<file path="src/fpu_slice_consts.svh">
// Global constants of the two-lane min/max FPU slice
// Include wherever a width, the lane count or a NaN pattern is needed

`ifndef FPU_SLICE_CONSTS_SVH
`define FPU_SLICE_CONSTS_SVH

// Datapath geometry
`define SLICE_WIDTH    32
`define NUM_LANES      2
`define TAG_WIDTH      8

// Register stages in every lane
`define NUM_PIPE_REGS  2

// Canonical quiet NaNs
`define FP32_QNAN      32'h7FC0_0000
`define FP16_QNAN      16'h7E00

`endif
</file>
<file path="src/fpu_slice_pkg.sv">
// Shared types of the FPU slice
// Compile before the interfaces and modules that import it

`include "fpu_slice_consts.svh"

package fpu_slice_pkg;

  // --------------------
  // Vector types
  // --------------------
  typedef logic [`SLICE_WIDTH-1:0]   word_t;       // Full slice operand or result
  typedef logic [`SLICE_WIDTH/2-1:0] half_t;       // One FP16 lane value
  typedef logic [`TAG_WIDTH-1:0]     tag_t;
  typedef logic [4:0]                status_t;     // NV DZ OF UF NX
  typedef logic [`NUM_LANES-1:0]     lane_mask_t;  // One bit per lane
  typedef logic [1:0]                aux_t;        // {fmt, vector}

  // Bit positions inside status_t and aux_t
  localparam int unsigned STATUS_NV = 4;
  localparam int unsigned AUX_FMT   = 1;
  localparam int unsigned AUX_VEC   = 0;

  // --------------------
  // Encodings
  // --------------------
  typedef enum logic {
    FMT_FP32 = 1'b0,
    FMT_FP16 = 1'b1
  } fp_fmt_e;

  typedef enum logic {
    OP_MIN = 1'b0,
    OP_MAX = 1'b1
  } minmax_op_e;

endpackage

</file>
<file path="src/fpu_slice_ifs.sv">
// Lane request and lane response channels of the FPU slice
// One pair per lane, between issue, the lane pipes and packing

`timescale 1ns/1ps

// Issue to lane, valid/ready
interface lane_req_if (input logic clk_i);
  import fpu_slice_pkg::*;

  logic       valid;
  logic       ready;
  word_t      operand_a;
  word_t      operand_b;
  fp_fmt_e    fmt;
  minmax_op_e op;
  logic       mask;   // SIMD mask bit of this lane
  tag_t       tag;
  aux_t       aux;

  modport issue (input clk_i, input ready,
                 output valid, operand_a, operand_b, fmt, op, mask, tag, aux);
  modport lane (input valid, operand_a, operand_b, fmt, op, mask, tag, aux,
                output ready);
endinterface

// Lane to packing, valid/ready
interface lane_rsp_if (input logic clk_i);
  import fpu_slice_pkg::*;

  logic    valid;
  logic    ready;
  word_t   result;
  status_t status;
  logic    mask;
  tag_t    tag;
  aux_t    aux;

  modport lane (output valid, result, status, mask, tag, aux, input ready);
  modport pack (input clk_i, input valid, result, status, mask, tag, aux,
                output ready);
endinterface

</file>
<file path="src/fpu_slice_top.sv">
// Top level of the two-lane min/max FPU slice
// Issue feeds one min/max core and one register pipe per lane,
// packing merges the lanes back into one result word

`timescale 1ns/1ps
`include "fpu_slice_consts.svh"

module fpu_slice_top (
  input  logic                      clk_i,
  input  logic                      reset_i,
  input  fpu_slice_pkg::word_t      operand_a_i,
  input  fpu_slice_pkg::word_t      operand_b_i,
  input  fpu_slice_pkg::minmax_op_e op_i,
  input  fpu_slice_pkg::fp_fmt_e    fmt_i,
  input  logic                      vectorial_op_i,
  input  fpu_slice_pkg::lane_mask_t simd_mask_i,
  input  fpu_slice_pkg::tag_t       tag_i,
  input  logic                      in_valid_i,
  output logic                      in_ready_o,
  input  logic                      flush_i,
  output fpu_slice_pkg::word_t      result_o,
  output fpu_slice_pkg::status_t    status_o,
  output fpu_slice_pkg::tag_t       tag_o,
  output logic                      out_valid_o,
  input  logic                      out_ready_i,
  output logic                      busy_o
);
  import fpu_slice_pkg::*;

  lane_req_if req_if [`NUM_LANES] (.clk_i(clk_i));
  lane_rsp_if rsp_if [`NUM_LANES] (.clk_i(clk_i));

  logic [`NUM_LANES-1:0] lane_busy;

  slice_issue u_issue (
    .operand_a_i    (operand_a_i),
    .operand_b_i    (operand_b_i),
    .op_i           (op_i),
    .fmt_i          (fmt_i),
    .vectorial_op_i (vectorial_op_i),
    .simd_mask_i    (simd_mask_i),
    .tag_i          (tag_i),
    .in_valid_i     (in_valid_i),
    .in_ready_o     (in_ready_o),
    .lane0_o        (req_if[0]),
    .lane1_o        (req_if[1])
  );

  // --------------------
  // Lanes
  // --------------------
  for (genvar i = 0; i < `NUM_LANES; i++) begin : gen_lanes
    word_t   core_result;
    status_t core_status;

    minmax_core u_core (
      .operand_a_i (req_if[i].operand_a),
      .operand_b_i (req_if[i].operand_b),
      .fmt_i       (req_if[i].fmt),
      .op_i        (req_if[i].op),
      .result_o    (core_result),
      .status_o    (core_status)
    );

    lane_pipe u_pipe (
      .clk_i    (clk_i),
      .reset_i  (reset_i),
      .result_i (core_result),
      .status_i (core_status),
      .req_i    (req_if[i]),
      .rsp_o    (rsp_if[i]),
      .flush_i  (flush_i),
      .busy_o   (lane_busy[i])
    );
  end

  slice_pack u_pack (
    .lane0_i     (rsp_if[0]),
    .lane1_i     (rsp_if[1]),
    .out_ready_i (out_ready_i),
    .result_o    (result_o),
    .status_o    (status_o),
    .tag_o       (tag_o),
    .out_valid_o (out_valid_o)
  );

  assign busy_o = |lane_busy;  // Data in flight in any lane

endmodule

</file>
<file path="src/slice_pack.sv">
// Output side of the FPU slice
// Packs lane results into one word with NaN-boxing, collapses the
// status under the SIMD mask and hands ready back to the lanes

`timescale 1ns/1ps

module slice_pack (
  lane_rsp_if.pack               lane0_i,
  lane_rsp_if.pack               lane1_i,
  input  logic                   out_ready_i,
  output fpu_slice_pkg::word_t   result_o,
  output fpu_slice_pkg::status_t status_o,
  output fpu_slice_pkg::tag_t    tag_o,
  output logic                   out_valid_o
);
  import fpu_slice_pkg::*;

  logic    res_fp16;
  logic    res_vector;
  logic    hi_used;    // Lane 1 contributes to this result
  half_t   hi_half;
  status_t lane0_status;
  status_t lane1_status;

  // Lane 0 aux decides the layout
  assign res_fp16   = lane0_i.aux[AUX_FMT];
  assign res_vector = lane0_i.aux[AUX_VEC];
  assign hi_used    = res_vector & lane1_i.valid;

  assign lane0_i.ready = out_ready_i;
  assign lane1_i.ready = out_ready_i & res_vector;  // Both lanes pop together

  // --------------------
  // Result and status
  // --------------------
  assign hi_half  = hi_used ? lane1_i.result[15:0] : 16'hFFFF;  // NaN-box otherwise
  assign result_o = res_fp16 ? {hi_half, lane0_i.result[15:0]} : lane0_i.result;

  assign lane0_status = lane0_i.mask ? lane0_i.status : '0;
  assign lane1_status = (hi_used && lane1_i.mask) ? lane1_i.status : '0;
  assign status_o     = lane0_status | lane1_status;

  assign tag_o       = lane0_i.tag;
  assign out_valid_o = lane0_i.valid;

  // A vector result finds its partner at the head of lane 1
  lane_pair_a: assert property (@(posedge lane0_i.clk_i)
    lane0_i.valid && res_vector |->
      lane1_i.valid && (lane1_i.tag == lane0_i.tag) && (lane1_i.aux == lane0_i.aux));

endmodule

</file>
<file path="src/lane_pipe.sv">
// Valid/ready register pipeline of one lane
// Carries result, status, mask, tag and aux through NUM_PIPE_REGS stages.
// A stage loads when empty or when its successor moves; flush drops all

`timescale 1ns/1ps
`include "fpu_slice_consts.svh"

module lane_pipe (
  input  logic                   clk_i,
  input  logic                   reset_i,
  input  fpu_slice_pkg::word_t   result_i,
  input  fpu_slice_pkg::status_t status_i,
  lane_req_if.lane               req_i,
  lane_rsp_if.lane               rsp_o,
  input  logic                   flush_i,
  output logic                   busy_o
);
  import fpu_slice_pkg::*;

  localparam int unsigned NREG = `NUM_PIPE_REGS;

  typedef struct packed {
    word_t   result;
    status_t status;
    logic    mask;
    tag_t    tag;
    aux_t    aux;
  } entry_t;

  logic   [NREG-1:0] valid_q;
  entry_t [NREG-1:0] data_q;
  logic   [NREG-1:0] feed_valid;   // What stage i would load
  entry_t [NREG-1:0] feed_data;
  logic   [NREG-1:0] stage_ready;  // Stage i may load this cycle

  // --------------------
  // Stage inputs
  // --------------------
  always_comb begin : feed
    feed_valid[0]       = req_i.valid;
    feed_data[0].result = result_i;
    feed_data[0].status = status_i;
    feed_data[0].mask   = req_i.mask;
    feed_data[0].tag    = req_i.tag;
    feed_data[0].aux    = req_i.aux;
    for (int i = 1; i < NREG; i++) begin
      feed_valid[i] = valid_q[i-1];
      feed_data[i]  = data_q[i-1];
    end
  end

  // Ready travels back from the packing side
  always_comb begin : ready_chain
    stage_ready[NREG-1] = ~valid_q[NREG-1] | rsp_o.ready;
    for (int i = NREG - 2; i >= 0; i--) begin
      stage_ready[i] = ~valid_q[i] | stage_ready[i+1];
    end
  end

  always_ff @(posedge clk_i) begin : valid_regs
    if (reset_i || flush_i) begin
      valid_q <= '0;
    end else begin
      for (int i = 0; i < NREG; i++) begin
        if (stage_ready[i]) valid_q[i] <= feed_valid[i];
      end
    end
  end

  always_ff @(posedge clk_i) begin : data_regs
    for (int i = 0; i < NREG; i++) begin
      if (stage_ready[i] && feed_valid[i]) data_q[i] <= feed_data[i];
    end
  end

  // --------------------
  // Outputs
  // --------------------
  assign req_i.ready  = stage_ready[0];
  assign rsp_o.valid  = valid_q[NREG-1];
  assign rsp_o.result = data_q[NREG-1].result;
  assign rsp_o.status = data_q[NREG-1].status;
  assign rsp_o.mask   = data_q[NREG-1].mask;
  assign rsp_o.tag    = data_q[NREG-1].tag;
  assign rsp_o.aux    = data_q[NREG-1].aux;
  assign busy_o       = |valid_q;

  // A stalled result stays put until the packing side takes it
  hold_a: assert property (@(posedge clk_i) disable iff (reset_i)
    rsp_o.valid && !rsp_o.ready && !flush_i |=> rsp_o.valid && $stable(data_q[NREG-1]));

endmodule

</file>
<file path="src/minmax_core.sv">
// IEEE min/max of one lane with RISC-V fmin/fmax NaN rules
// Works on FP32 words or on FP16 values in bits 15:0
// Combinational, status carries NV only

`timescale 1ns/1ps
`include "fpu_slice_consts.svh"

module minmax_core (
  input  fpu_slice_pkg::word_t      operand_a_i,
  input  fpu_slice_pkg::word_t      operand_b_i,
  input  fpu_slice_pkg::fp_fmt_e    fmt_i,
  input  fpu_slice_pkg::minmax_op_e op_i,
  output fpu_slice_pkg::word_t      result_o,
  output fpu_slice_pkg::status_t    status_o
);
  import fpu_slice_pkg::*;

  logic        a_nan, a_snan, b_nan, b_snan;
  logic        a_sign, b_sign;
  logic [30:0] a_mag, b_mag;
  logic        a_lt_b;
  word_t       picked;

  function automatic logic is_nan(word_t val, fp_fmt_e fmt);
    return (fmt == FMT_FP16) ? ((&val[14:10]) && (|val[9:0]))
                             : ((&val[30:23]) && (|val[22:0]));
  endfunction

  // Quiet bit is the MSB of the mantissa
  function automatic logic is_snan(word_t val, fp_fmt_e fmt);
    return is_nan(val, fmt) && !((fmt == FMT_FP16) ? val[9] : val[22]);
  endfunction

  assign a_nan  = is_nan(operand_a_i, fmt_i);
  assign b_nan  = is_nan(operand_b_i, fmt_i);
  assign a_snan = is_snan(operand_a_i, fmt_i);
  assign b_snan = is_snan(operand_b_i, fmt_i);

  // --------------------
  // Sign/magnitude view
  // --------------------
  always_comb begin : split
    if (fmt_i == FMT_FP16) begin
      a_sign = operand_a_i[15];
      b_sign = operand_b_i[15];
      a_mag  = {16'b0, operand_a_i[14:0]};
      b_mag  = {16'b0, operand_b_i[14:0]};
    end else begin
      a_sign = operand_a_i[31];
      b_sign = operand_b_i[31];
      a_mag  = operand_a_i[30:0];
      b_mag  = operand_b_i[30:0];
    end
  end

  always_comb begin : compare
    if (a_sign != b_sign) begin
      a_lt_b = a_sign;           // Also orders -0 below +0
    end else if (a_sign) begin
      a_lt_b = (a_mag > b_mag);  // Both negative
    end else begin
      a_lt_b = (a_mag < b_mag);
    end
  end

  always_comb begin : select
    if (a_nan && b_nan) begin
      picked = (fmt_i == FMT_FP16) ? {16'hFFFF, `FP16_QNAN} : `FP32_QNAN;
    end else if (a_nan) begin
      picked = operand_b_i;
    end else if (b_nan) begin
      picked = operand_a_i;
    end else begin
      picked = (a_lt_b == (op_i == OP_MIN)) ? operand_a_i : operand_b_i;
    end
  end

  assign result_o = (fmt_i == FMT_FP16) ? {16'hFFFF, picked[15:0]} : picked;

  always_comb begin : flags
    status_o            = '0;
    status_o[STATUS_NV] = a_snan | b_snan;  // Any signaling NaN input
  end

endmodule

</file>
<file path="src/slice_issue.sv">
// Input side of the FPU slice
// Checks NaN-boxing of FP16 scalars, slices the operands into lanes
// and gates the lane valids. Purely combinational

`timescale 1ns/1ps
`include "fpu_slice_consts.svh"

module slice_issue (
  input  fpu_slice_pkg::word_t      operand_a_i,
  input  fpu_slice_pkg::word_t      operand_b_i,
  input  fpu_slice_pkg::minmax_op_e op_i,
  input  fpu_slice_pkg::fp_fmt_e    fmt_i,
  input  logic                      vectorial_op_i,
  input  fpu_slice_pkg::lane_mask_t simd_mask_i,
  input  fpu_slice_pkg::tag_t       tag_i,
  input  logic                      in_valid_i,
  output logic                      in_ready_o,
  lane_req_if.issue                 lane0_o,
  lane_req_if.issue                 lane1_o
);
  import fpu_slice_pkg::*;

  logic  is_fp16;
  logic  is_vector;
  logic  a_boxed;
  logic  b_boxed;
  half_t a_lo;
  half_t b_lo;
  aux_t  aux;

  assign is_fp16   = (fmt_i == FMT_FP16);
  assign is_vector = is_fp16 & vectorial_op_i;  // FP32 has no vector form here

  // Upper half must be all ones for a legal FP16 scalar
  assign a_boxed = &operand_a_i[31:16];
  assign b_boxed = &operand_b_i[31:16];
  assign a_lo    = (is_vector || a_boxed) ? operand_a_i[15:0] : `FP16_QNAN;
  assign b_lo    = (is_vector || b_boxed) ? operand_b_i[15:0] : `FP16_QNAN;

  assign aux[AUX_FMT] = is_fp16;
  assign aux[AUX_VEC] = is_vector;

  // --------------------
  // Lane 0
  // --------------------
  assign lane0_o.valid     = in_valid_i;
  assign lane0_o.operand_a = is_fp16 ? {16'hFFFF, a_lo} : operand_a_i;
  assign lane0_o.operand_b = is_fp16 ? {16'hFFFF, b_lo} : operand_b_i;
  assign lane0_o.fmt       = fmt_i;
  assign lane0_o.op        = op_i;
  assign lane0_o.mask      = simd_mask_i[0];
  assign lane0_o.tag       = tag_i;
  assign lane0_o.aux       = aux;

  // --------------------
  // Lane 1, upper FP16 half
  // --------------------
  assign lane1_o.valid     = in_valid_i & is_vector;
  assign lane1_o.operand_a = {16'hFFFF, operand_a_i[31:16]};
  assign lane1_o.operand_b = {16'hFFFF, operand_b_i[31:16]};
  assign lane1_o.fmt       = fmt_i;
  assign lane1_o.op        = op_i;
  assign lane1_o.mask      = simd_mask_i[1];
  assign lane1_o.tag       = tag_i;
  assign lane1_o.aux       = aux;

  assign in_ready_o = lane0_o.ready;  // Upstream sees lane 0 only

  // Lane 1 only gets FP16 vectors and has to accept whenever lane 0 does
  lane1_lockstep_a: assert property (@(posedge lane1_o.clk_i)
    lane1_o.valid |-> (lane1_o.fmt == FMT_FP16) && (!lane0_o.ready || lane1_o.ready));

endmodule

</file>
<file path="config.mk">
export PLATFORM = sky130hd
export DESIGN_NAME = fpu_slice_top
export DESIGN_NICKNAME = d
export VERILOG_FILES = /design/src/fpu_slice_pkg.sv /design/src/fpu_slice_ifs.sv /design/src/fpu_slice_top.sv /design/src/slice_pack.sv /design/src/lane_pipe.sv /design/src/minmax_core.sv /design/src/slice_issue.sv
export VERILOG_INCLUDE_DIRS = /design/src /design/src/src
export SDC_FILE = /design/constraint.sdc
export NUM_CORES = 1
export LEC_CHECK = 0
export BUFFER_PORTS_ARGS = -buffer_cell sky130_fd_sc_hd__buf_2
export CAP_MARGIN = 10
export CORE_MARGIN = 3
export CORE_UTILIZATION = 30
export DETAILED_ROUTE_END_ITERATION = 8
export SLEW_MARGIN = 20
export SYNTH_ARGS = -nofsm -noshare
export SYNTH_HDL_FRONTEND = slang
export SYNTH_HIERARCHICAL = 1
export SYNTH_SLANG_ARGS = --single-unit
export TNS_END_PERCENT = 100
</file>
<file path="constraint.sdc">
create_clock -name clk_i -period 4.2 [get_ports clk_i]
set_clock_uncertainty 0.15 [all_clocks]
set_input_delay 0.21 -clock clk_i [delete_from_list [all_inputs] [get_ports clk_i]]
set_output_delay 0.21 -clock clk_i [all_outputs]
set_load 0.03 [all_outputs]
</file>
==> results_dict.tcl <==
set metrics [dict create \
    status "completed" \
    synth_area_per_cell_um2 10.4 \
    syn_to_final_growth_pct 11.8 \
    yosysWarnings 6 \
    hp-class "input port to flop" \
    grt_pass1_wl_mm 36.8 \
    die_x_um 188 \
    place_area_um2 10400 \
    multi_input_area_um2 4000 \
    clock-sinks 144 \
    final_antenna_net_count 0 \
    antenna_found_initial 0 \
    firstDrtPassIters 7 \
    required_ns 4.21 \
    crit_type "input port to flop" \
    cts.htree.levels 4 \
    min_period_ns 3.81 \
    cts_made_buffers 17 \
    cts_buffer_depth 2 \
    io_pins 130 \
    power.leakage_nw 4.66 \
    viasPerCell 4.53 \
    final_nets 1161 \
    cts_tree "done" \
    finalCritPeriodShare 0.908 \
    max_stage_delay_ns 0.45 \
    final_util 0.341 \
    fmax_mhz 262 \
    fill_cells 3288 \
    clk_pin_slew_ns 0.06 \
    overflow 0 \
    grt_max_degree 38 \
    critPathArrivalTime_ns 3.82 \
    drt-initial-drc-count 346 \
    insertion_delay_ns 0.41 \
    end_kind "flop" \
    drv_slew 0 \
    netlist_instances 951 \
    diodes 0 \
    dieArea_um2 35300 \
    rows 66 \
    setup_violations 0 \
    regArea_um2 4280 \
    remaining_drc_errors 0 \
    vias 6669 \
    routedWlPerCell_um 15.9 \
    dp_hpwl_mm 18.8 \
    total_power_w 0.00387 \
    grt_pass1_vias 6702 \
    coreArea_um2 32600 \
    p_per_area_nw_per_um2 348 \
    crit_chain "buf_2, nand4_1, o41ai_2, buf_4, or2b_1, inv_1, ha_1, a21oi_1, o21ai_1, a221oi_1, a21boi_2, o31a_1, and4_1, a211o_1, a221o_1" \
    drive_gt1_frac 0.292 \
    slew_headroom 0.338 \
    initial_core_util 0.305 \
    numPortBuffers 129 \
    peakVddDrop_mv 0.268 \
    syn_area_um2 9940 \
    worst_slew_pin_slew_ns 0.993 \
    cts_root_buf "clkbuf_16" \
    wirelength_mm 23.4 \
    max-cap-violations 0 \
    die_h_um 188 \
    design_area_um2 11100 \
    gp_congestion 0.885 \
    startpoint_type "input port" \
    rsz0062_at_grt "false" \
    crit_slowest_cell "o41ai_2" \
    crit_fanout 16 \
    cp_num_buf_inv 3 \
    crit_family "compound AO/OA/AOI/OAI gates" \
    hold_viol 0 \
    grt_usage 0.132 \
]
## cells in the final DEF, fill, tap and decap left out, types with 5 or more instances in the layout
master         count
nand3_1            9
dlygate4sd3_1     15
mux2i_1           23
a21o_1             5
nor4_1            17
a31oi_1           18
nand2b_1          35
or2b_1            12
a221o_1           14
and3_1             5
nor2b_1           47
nor3_1            13
o21ai_1            5
ha_1              62
or2_2             35
a211oi_2           5
nand2_1           37
and2_1            23
buf_4             77
o21ai_0            5
a22o_1            15
nor2_1            33
a21oi_1           24
edfxtp_1         140
nand4_1           30
inv_1             59
a32o_1             8
clkbuf_16         17
buf_2            129
conb_1            40
## worst reg2reg max path: stages (launching register included)
cell,delay [ns]
dfxtp_1,0.35
nand3b_4,0.10
and2_2,0.63
buf_4,0.42
## final timing paths
check,slack (ns),endpoint,depth (start not counted),from
max,0.39,gen_lanes[0].u_pipe/data_q[47],15,operand_b_i[21]
min,0.08,gen_lanes[0].u_pipe/data_q[0],2,vectorial_op_i
max reg2reg,2.23,gen_lanes[0].u_pipe/data_q[26],3,gen_lanes[0].u_pipe/valid_q[1]
min reg2reg,0.27,gen_lanes[0].u_pipe/rsp_o.tag[3],0,gen_lanes[0].u_pipe/data_q[5]
## through the flow
stage | worst slack [ns] | hold WS, ns | setup TNS [ns] | cells
2_1_floorplan | 0.468 | 0.125 | 0 | 988
3_3_place_gp | -0.0107 | 0.238 | -0.103 | 1425
3_5_place_dp | -0.0367 | 0.239 | -0.306 | 1425
4_1_cts | 0.388 | 0.0365 | 0 | 1472
5_1_grt | 0.167 | 0.0520 | 0 | 1472
6_report | 0.388 | 0.0751 | 0 | 1472
## power by group
| part | leakage [nW] | internal [W] | switching (W) |
|---|---|---|---|
| registers | 1.32 | 0.00168 | 0.0000232 |
| logic | 3.07 | 0.000323 | 0.000400 |
| clock network | 0.274 | 0.000834 | 0.000606 |
## metal layers
layer,share of wire,global-route usage,vias up
met1,0.47,0.183,3162
met4,0.017,0.0387,0
met5,0,0,-
met2,0.47,0.214,178
met3,0.046,0.0232,23
li1,-,-,3306
## final cells by class
cell class / instances / share of cell area
Timing Repair Buffer: 225 / 0.131
Sequential cell: 144 / 0.386
Inverter: 63 / 0.0213
Clock inverter: 15 / 0.0136
Clock buffer: 17 / 0.0383
Tap cell: 442 / 0.0498
Multi-Input combinational cell: 566 / 0.360
## flip-flops by register name, summed over array words and instances (netlist names)
signal / cells
gen_lanes.u_pipe/rsp_o.status: 10
gen_lanes.u_pipe/data_q: 70
gen_lanes.u_pipe/rsp_o.aux: 2
gen_lanes.u_pipe/rsp_o.result: 48
gen_lanes.u_pipe/rsp_o.tag: 8
gen_lanes.u_pipe/rsp_o.mask: 2
gen_lanes.u_pipe/valid_q: 4
## timing repair
| item | 4_1_cts | 5_1_grt |
|---|---|---|
| hold buffers | 15 | 0 |
| buffers inserted | 0 | 0 |
| hold endpoints to repair | 14 | 0 |
| resized for setup | 0 | 0 |
No activity file was read; power rests on OpenSTA's default activity.
